[src/source/estimatorPkg.sv]
package estimatorPkg;

    localparam int Channels = 2;
    localparam int CtrlBits = 3;
    localparam int NInt = 3;
    localparam int NMant = 12;
    localparam int FixWidth = NInt + NMant + 1;
    localparam int OutWidth = 14;
    // Output word takes the top fraction bits of the channel sum
    localparam int OutShift = NMant + 1 - (OutWidth - 1);

    typedef logic signed [FixWidth-1:0] fixT;
    typedef logic signed [2*FixWidth-1:0] wideT;

    localparam wideT FixMax = (wideT'(1) <<< (FixWidth - 1)) - 1;
    localparam wideT FixMin = -FixMax - 1;
    localparam wideT OutMax = (wideT'(1) <<< (OutWidth - 1)) - 1;
    localparam wideT OutMin = -OutMax - 1;

    // Coefficients in units of 2^-NMant
    localparam fixT GammaRe [Channels][CtrlBits] = '{'{820, 615, 410}, '{-164, 369, 246}};
    localparam fixT GammaIm [Channels][CtrlBits] = '{'{205, -123, 328}, '{287, 205, -123}};

    // |lambda| below one keeps the recursion stable
    localparam fixT LambdaRe [Channels] = '{3686, 3277};
    localparam fixT LambdaIm [Channels] = '{819, -1638};

    localparam fixT WeightRe [Channels] = '{2048, 2560};
    localparam fixT WeightIm [Channels] = '{-4096, 1024};

    function automatic fixT satFix(input wideT x);
        fixT result;
        if (x > FixMax) begin
            result = FixMax[FixWidth-1:0];
        end else if (x < FixMin) begin
            result = FixMin[FixWidth-1:0];
        end else begin
            result = x[FixWidth-1:0];
        end
        return result;
    endfunction

    // Full product, floor shift back to the fixed-point grid
    function automatic fixT mulFix(input fixT a, input fixT b);
        wideT product;
        product = wideT'(a) * wideT'(b);
        return satFix(product >>> NMant);
    endfunction

    function automatic fixT addFix(input fixT a, input fixT b);
        return satFix(wideT'(a) + wideT'(b));
    endfunction

    function automatic fixT subFix(input fixT a, input fixT b);
        return satFix(wideT'(a) - wideT'(b));
    endfunction

endpackage

[src/source/estimatorIf.sv]
`timescale 1ns/1ps

// Decode to execute, one complex contribution per channel
interface contribIf;

    logic valid;
    logic clear;
    estimatorPkg::fixT contribRe [estimatorPkg::Channels];
    estimatorPkg::fixT contribIm [estimatorPkg::Channels];

    modport src (
        output valid,
        output clear,
        output contribRe,
        output contribIm
    );

    modport dst (
        input valid,
        input clear,
        input contribRe,
        input contribIm
    );

endinterface

// Execute to result, recursion state per channel
interface stateIf;

    logic valid;
    estimatorPkg::fixT stateRe [estimatorPkg::Channels];
    estimatorPkg::fixT stateIm [estimatorPkg::Channels];

    modport src (
        output valid,
        output stateRe,
        output stateIm
    );

    modport dst (
        input valid,
        input stateRe,
        input stateIm
    );

endinterface

[src/source/batchEstimatorTop.sv]
`timescale 1ns/1ps

module batchEstimatorTop (
    input  logic clkDS,
    input  logic rst,
    input  logic [estimatorPkg::CtrlBits-1:0] ctrl,
    input  logic ctrlValid,
    input  logic batchClear,
    output logic [estimatorPkg::OutWidth-1:0] estimate,
    output logic estimateValid
);

    contribIf contribBus ();
    stateIf stateBus ();

    // Control vector to per-channel contributions
    controlDecode decode (
        .clkDS(clkDS),
        .rst(rst),
        .ctrl(ctrl),
        .ctrlValid(ctrlValid),
        .batchClear(batchClear),
        .contrib(contribBus.src)
    );

    // Forward recursion
    recursionExecute execute (
        .clkDS(clkDS),
        .rst(rst),
        .contrib(contribBus.dst),
        .state(stateBus.src)
    );

    // Weighting, channel sum, output word
    estimateResult result (
        .clkDS(clkDS),
        .rst(rst),
        .state(stateBus.dst),
        .estimate(estimate),
        .estimateValid(estimateValid)
    );

endmodule

[src/source/controlDecode.sv]
`timescale 1ns/1ps

module controlDecode (
    input  logic clkDS,
    input  logic rst,
    input  logic [estimatorPkg::CtrlBits-1:0] ctrl,
    input  logic ctrlValid,
    input  logic batchClear,
    contribIf.src contrib
);

    estimatorPkg::fixT sumRe [estimatorPkg::Channels];
    estimatorPkg::fixT sumIm [estimatorPkg::Channels];

    // Each bit adds or subtracts its table entry
    always_comb begin
        for (int ch = 0; ch < estimatorPkg::Channels; ch++) begin
            sumRe[ch] = '0;
            sumIm[ch] = '0;
            for (int b = 0; b < estimatorPkg::CtrlBits; b++) begin
                if (ctrl[b]) begin
                    sumRe[ch] = estimatorPkg::addFix(sumRe[ch], estimatorPkg::GammaRe[ch][b]);
                    sumIm[ch] = estimatorPkg::addFix(sumIm[ch], estimatorPkg::GammaIm[ch][b]);
                end else begin
                    sumRe[ch] = estimatorPkg::subFix(sumRe[ch], estimatorPkg::GammaRe[ch][b]);
                    sumIm[ch] = estimatorPkg::subFix(sumIm[ch], estimatorPkg::GammaIm[ch][b]);
                end
            end
        end
    end

    always_ff @(posedge clkDS or negedge rst) begin
        if (!rst) begin
            contrib.valid <= 1'b0;
            contrib.clear <= 1'b0;
        end else begin
            contrib.valid <= ctrlValid;
            contrib.clear <= batchClear;
        end
    end

    always_ff @(posedge clkDS) begin
        if (ctrlValid) begin
            for (int ch = 0; ch < estimatorPkg::Channels; ch++) begin
                contrib.contribRe[ch] <= sumRe[ch];
                contrib.contribIm[ch] <= sumIm[ch];
            end
        end
    end

    ctrlKnown: assert property (
        @(posedge clkDS) disable iff (!rst)
        ctrlValid |-> !$isunknown(ctrl)
    );

endmodule

[src/source/estimateResult.sv]
`timescale 1ns/1ps

module estimateResult (
    input  logic clkDS,
    input  logic rst,
    stateIf.dst state,
    output logic [estimatorPkg::OutWidth-1:0] estimate,
    output logic estimateValid
);

    estimatorPkg::fixT weighted [estimatorPkg::Channels];
    logic weightedValid;
    estimatorPkg::fixT chanSum;
    estimatorPkg::wideT scaled;
    estimatorPkg::wideT clamped;
    logic signed [estimatorPkg::OutWidth-1:0] outSat;

    // Stage one, real part of state * weight
    always_ff @(posedge clkDS) begin
        if (state.valid) begin
            for (int ch = 0; ch < estimatorPkg::Channels; ch++) begin
                weighted[ch] <= estimatorPkg::subFix(
                    estimatorPkg::mulFix(state.stateRe[ch], estimatorPkg::WeightRe[ch]),
                    estimatorPkg::mulFix(state.stateIm[ch], estimatorPkg::WeightIm[ch])
                );
            end
        end
    end

    // Channel sum, scale to the output word and clamp
    always_comb begin
        chanSum = '0;
        for (int ch = 0; ch < estimatorPkg::Channels; ch++) begin
            chanSum = estimatorPkg::addFix(chanSum, weighted[ch]);
        end
        scaled = estimatorPkg::wideT'(chanSum) >>> estimatorPkg::OutShift;
        if (scaled > estimatorPkg::OutMax) begin
            clamped = estimatorPkg::OutMax;
        end else if (scaled < estimatorPkg::OutMin) begin
            clamped = estimatorPkg::OutMin;
        end else begin
            clamped = scaled;
        end
        outSat = clamped[estimatorPkg::OutWidth-1:0];
    end

    // Stage two, offset binary out
    always_ff @(posedge clkDS or negedge rst) begin
        if (!rst) begin
            weightedValid <= 1'b0;
            estimateValid <= 1'b0;
            estimate <= '0;
        end else begin
            weightedValid <= state.valid;
            estimateValid <= weightedValid;
            if (weightedValid) begin
                estimate <= {~outSat[estimatorPkg::OutWidth-1],
                             outSat[estimatorPkg::OutWidth-2:0]};
            end
        end
    end

    // A valid word must come from known state
    estimateKnown: assert property (
        @(posedge clkDS) disable iff (!rst)
        estimateValid |-> !$isunknown(estimate)
    );

endmodule

[src/source/recursionExecute.sv]
`timescale 1ns/1ps

module recursionExecute (
    input  logic clkDS,
    input  logic rst,
    contribIf.dst contrib,
    stateIf.src state
);

    always_ff @(posedge clkDS or negedge rst) begin
        if (!rst) begin
            state.valid <= 1'b0;
        end else begin
            state.valid <= contrib.valid;
        end
    end

    for (genvar ch = 0; ch < estimatorPkg::Channels; ch++) begin : gChannel
        estimatorPkg::fixT stateRe;
        estimatorPkg::fixT stateIm;
        estimatorPkg::fixT rotRe;
        estimatorPkg::fixT rotIm;
        estimatorPkg::fixT nextRe;
        estimatorPkg::fixT nextIm;

        // state * lambda, complex
        always_comb begin
            rotRe = estimatorPkg::subFix(
                estimatorPkg::mulFix(stateRe, estimatorPkg::LambdaRe[ch]),
                estimatorPkg::mulFix(stateIm, estimatorPkg::LambdaIm[ch])
            );
            rotIm = estimatorPkg::addFix(
                estimatorPkg::mulFix(stateRe, estimatorPkg::LambdaIm[ch]),
                estimatorPkg::mulFix(stateIm, estimatorPkg::LambdaRe[ch])
            );
        end

        // Clear drops the history, contribution only
        always_comb begin
            if (contrib.clear) begin
                nextRe = contrib.contribRe[ch];
                nextIm = contrib.contribIm[ch];
            end else begin
                nextRe = estimatorPkg::addFix(rotRe, contrib.contribRe[ch]);
                nextIm = estimatorPkg::addFix(rotIm, contrib.contribIm[ch]);
            end
        end

        // Holds while valid is low
        always_ff @(posedge clkDS or negedge rst) begin
            if (!rst) begin
                stateRe <= '0;
                stateIm <= '0;
            end else if (contrib.valid) begin
                stateRe <= nextRe;
                stateIm <= nextIm;
            end
        end

        assign state.stateRe[ch] = stateRe;
        assign state.stateIm[ch] = stateIm;
    end

    // A clear without a sample would be lost here
    clearWithValid: assert property (
        @(posedge clkDS) disable iff (!rst)
        contrib.clear |-> contrib.valid
    );

endmodule

[config.mk]
export PLATFORM = sky130hd
export DESIGN_NAME = batchEstimatorTop
export DESIGN_NICKNAME = d
export VERILOG_FILES = /design/src/source/estimatorPkg.sv /design/src/source/estimatorIf.sv /design/src/source/batchEstimatorTop.sv /design/src/source/controlDecode.sv /design/src/source/estimateResult.sv /design/src/source/recursionExecute.sv
export SDC_FILE = /design/constraint.sdc
export NUM_CORES = 2
export LEC_CHECK = 0
export ABC_AREA = 1
export ABC_CLOCK_PERIOD_IN_PS = 9550
export BUFFER_PORTS_ARGS = -buffer_cell sky130_fd_sc_hd__buf_2
export CORE_UTILIZATION = 61
export CTS_CLUSTER_DIAMETER = 100
export DETAILED_ROUTE_END_ITERATION = 8
export MAX_ROUTING_LAYER = met4
export PLACE_DENSITY = 0.79
export SLEW_MARGIN = 20
export SYNTH_ARGS = -nofsm -noshare
export SYNTH_HDL_FRONTEND = slang
export SYNTH_SLANG_ARGS = --single-unit
[constraint.sdc]
create_clock -name clkDS -period 9.55 [get_ports clkDS]
set_input_delay 0.955 -clock clkDS [delete_from_list [all_inputs] [get_ports clkDS]]
set_output_delay 0.955 -clock clkDS [all_outputs]
set_load 0.03 [all_outputs]
==> qor.yml <==
core_region_area_um2: 74800
cp.required_ns: 9.92
postCtsHoldBufs: 0
portBuffers: 21
worst_pin_slew_ns: 1.03
die_area_um2: 77200
placed_area_um2: 47800
dp_cells: 7457
path_common_cell: "nand2_1"
arrival_ns: 9.36
slew-limit-headroom_pct: 31.4
r2r-end: "execute.gChannel[0].stateRe[4]"
antenna_found_initial: 4
rows: 100
dr_total_vias: 41700
clk_pin_slew_ns: 0.07
met3_wirelength_mm: 8.26
postSynthCellCount: 6479
reg2reg_depth: 50
synthArstFlopShare_pct: 55.3
critPathKind: "register to register"
drt_iter0_drc: 3095
layout_min_cycle_time_ns: 8.99
hpwl_mm: 117
synthTopCellsByArea: "ha_1, fa_1, nand2_1"
finClkSkew_ns: 0.0200
ys_seq_area_share_pct: 8.81
r2r-start: "execute.gChannel[0].stateRe[5]"
syn_area_per_cell_um2: 7.16
maxUsedRoutingLayer: "met4"
whs_ns: 0.341
synth_largest_area_cell: "ha_1"
synth-edff-count: 67
syn_to_final_growth_pct: 5.01
outcome: "completed"
grt_pass1_wl_mm: 216
drt-met1-wl_mm: 58.0
cts_tree: "built"
final_core_util_pct: 65.1
yosys_warnings: 0
wl_met2_mm: 61.5
synth_nets: 7700
gp_congestion: 1.06
dr.pass1.iters: 8
cts.sinks: 150
grt_max_degree: 70
end_kind: "register"
grt_pass1_vias: 41100
fillers: 6791
grtUsageTotal_pct: 36.2
cp_max_fo: 13
maxCapViolCount: 0
fmaxAchievable_mhz: 111
instances_no_fill: 7502
totalWireLength_mm: 134
r2r_setup_slack_ns: 0.56
yosysTopAreaCellShare_pct: 21.2
insertion_delay_ns: 0.46
ant_nets: 0
slew_violations: 0
via_per_inst: 5.55
post-route-period-util_pct: 94.1
synth_seq_cells: 150
startpoint_type: "register"
wl_per_cell_um: 17.9
setup_viol: 0
htreeDepth: 4
die_h_um: 278
hp-class: "primary input to asynchronous set/reset pin"
nNetsFinal: 7737
ys_types: 68
grt_overflow: 0
netlist_area_um2: 46400
drive_above_1_share_pct: 5.10
timing_hold_violations_final: 0
cts_max_path_buffers: 2
ys.flop_type: "dfrtp_1"
die_w_um: 278
drc: 0
boundaryPins: 22
numCtsBuffers: 17
cts_root_buf: "clkbuf_16"
worst_path_max_delay_cell: "fa_1"
final_area_um2: 48700
cpPeakStageDelay_ns: 0.54
start_util_pct: 62.0
-- stage by stage --
stage | setup slack, ns | setup TNS, ns
floorplan | 1.20 | 0
global placement | 0.262 | 0
detailed placement | 0.229 | 0
CTS | 0.200 | 0
global route | -0.0434 | -0.175
finish | 0.560 | 0
-- cell usage in the layout, fill, tap and decap left out, types with 38 or more instances in the layout --
master | Yosys | layout
xnor2_1 | 139 | 137
a21o_1 | 49 | 49
o21bai_1 | 42 | 42
a21oi_1 | 517 | 507
nor3_1 | 64 | 64
nand2_1 | 1378 | 1370
nand2_2 | 34 | 38
or2_2 | 38 | 38
dfrtp_1 | 83 | 61
nor2_1 | 451 | 447
fa_1 | 427 | 427
ha_1 | 787 | 775
nand3_1 | 264 | 262
nand4_1 | 38 | 38
inv_1 | 1351 | 1350
buf_4 | 10 | 73
edfxtp_1 | 67 | 67
o21ai_0 | 256 | 252
xor2_1 | 213 | 203
-- kinds of logic after synthesis --
kind of cell,share of synthesized area (%)
adders and majority gates,39.6
buffers and inverters,12.0
xor gates and xnor gates,6.79
and+or+nand+nor,21.2
DFF,8.81
muxes,0.0216
AOI/OAI and AO/OA,11.6
other,0.00808
-- metal layers --
metal / global-route usage [%] / vias to the layer above
li1: - / 20600
met1: 46.8 / 19400
met2: 58.4 / 1409
met3: 3.50 / 265
met4: 14.5 / 0
met5: - / -
-- registers in the layout, indices dropped and copies added, names as in the netlist --
name and flops:
execute.gChannel.stateIm 32, decode.contrib.contribIm 18, result.weightedValid 1, execute.gChannel.stateRe 32
result.weighted 32, result.estimateValid 1, result.estimate 14, decode.contrib.clear 1
decode.contrib.contribRe 17, execute.state.valid 1, decode.contrib.valid 1
-- repair_timing --
item / in CTS / in global routing
resized for setup: 0 / 84
setup endpoints to repair: 0 / 63
buffers inserted: 0 / 9
-- worst max-delay path by stage --
stage	start	endpoint	slack, ns
floorplan	execute.gChannel[0].stateIm[15]	execute.gChannel[0].stateIm[14]	1.20
global placement	execute.gChannel[1].stateIm[5]	execute.gChannel[1].stateIm[4]	0.26
detailed placement	execute.gChannel[1].stateIm[2]	execute.gChannel[1].stateIm[0]	0.23
CTS	execute.gChannel[1].stateIm[5]	execute.gChannel[1].stateIm[0]	0.20
global route	execute.gChannel[1].stateRe[7]	execute.gChannel[1].stateRe[6]	-0.04
finish	execute.gChannel[0].stateRe[5]	execute.gChannel[0].stateRe[4]	0.56
-- critical path, delay by kind of cell (launching register included) --
family / cells / cell delay, ns
AND/OR/NAND/NOR: 24 / 2.44
XOR/XNOR: 1 / 0.20
AO/OA/AOI/OAI: 5 / 1.02
adder cells (fa/ha/maj): 10 / 3.83
flip-flops: 1 / 0.49
buffers and inverters: 10 / 0.88
-- Yosys cell counts, types with 12 or more instances --
master    count
a21oi_1     517
a31oi_1      15
xor2_1      213
o21bai_1     42
nand2_2      34
xnor2_1     139
inv_1      1351
clkbuf_1     38
o21ai_1      12
nor2_1      451
nor3_1       64
or2_2        38
o21ai_2      14
o21ai_0     256
nand3_1     264
buf_6        14
nor4_1       19
nand4_1      38
edfxtp_1     67
o21a_1       13
nand2_1    1378
dfrtp_1      83
a21o_1       49
ha_1        787
nand3b_1     17
fa_1        427
-- area by class of cell --
| type | instances | area [um2] | area share [%] |
|---|---|---|---|
| multi-input combinational | 4888 | 37000 | 76.0 |
| tap | 969 | 1210 | 2.49 |
| antenna | 4 | 10.0 | 0.0205 |
| clock buffer | 18 | 450 | 0.925 |
| clock inverter | 14 | 124 | 0.254 |
| inverter | 1366 | 5140 | 10.5 |
| sequential | 150 | 4120 | 8.45 |
| timing repair buffer | 93 | 648 | 1.33 |
Power is not shown: default switching activity piles up to over one toggle a cycle in this logic, so the estimate is an artifact.
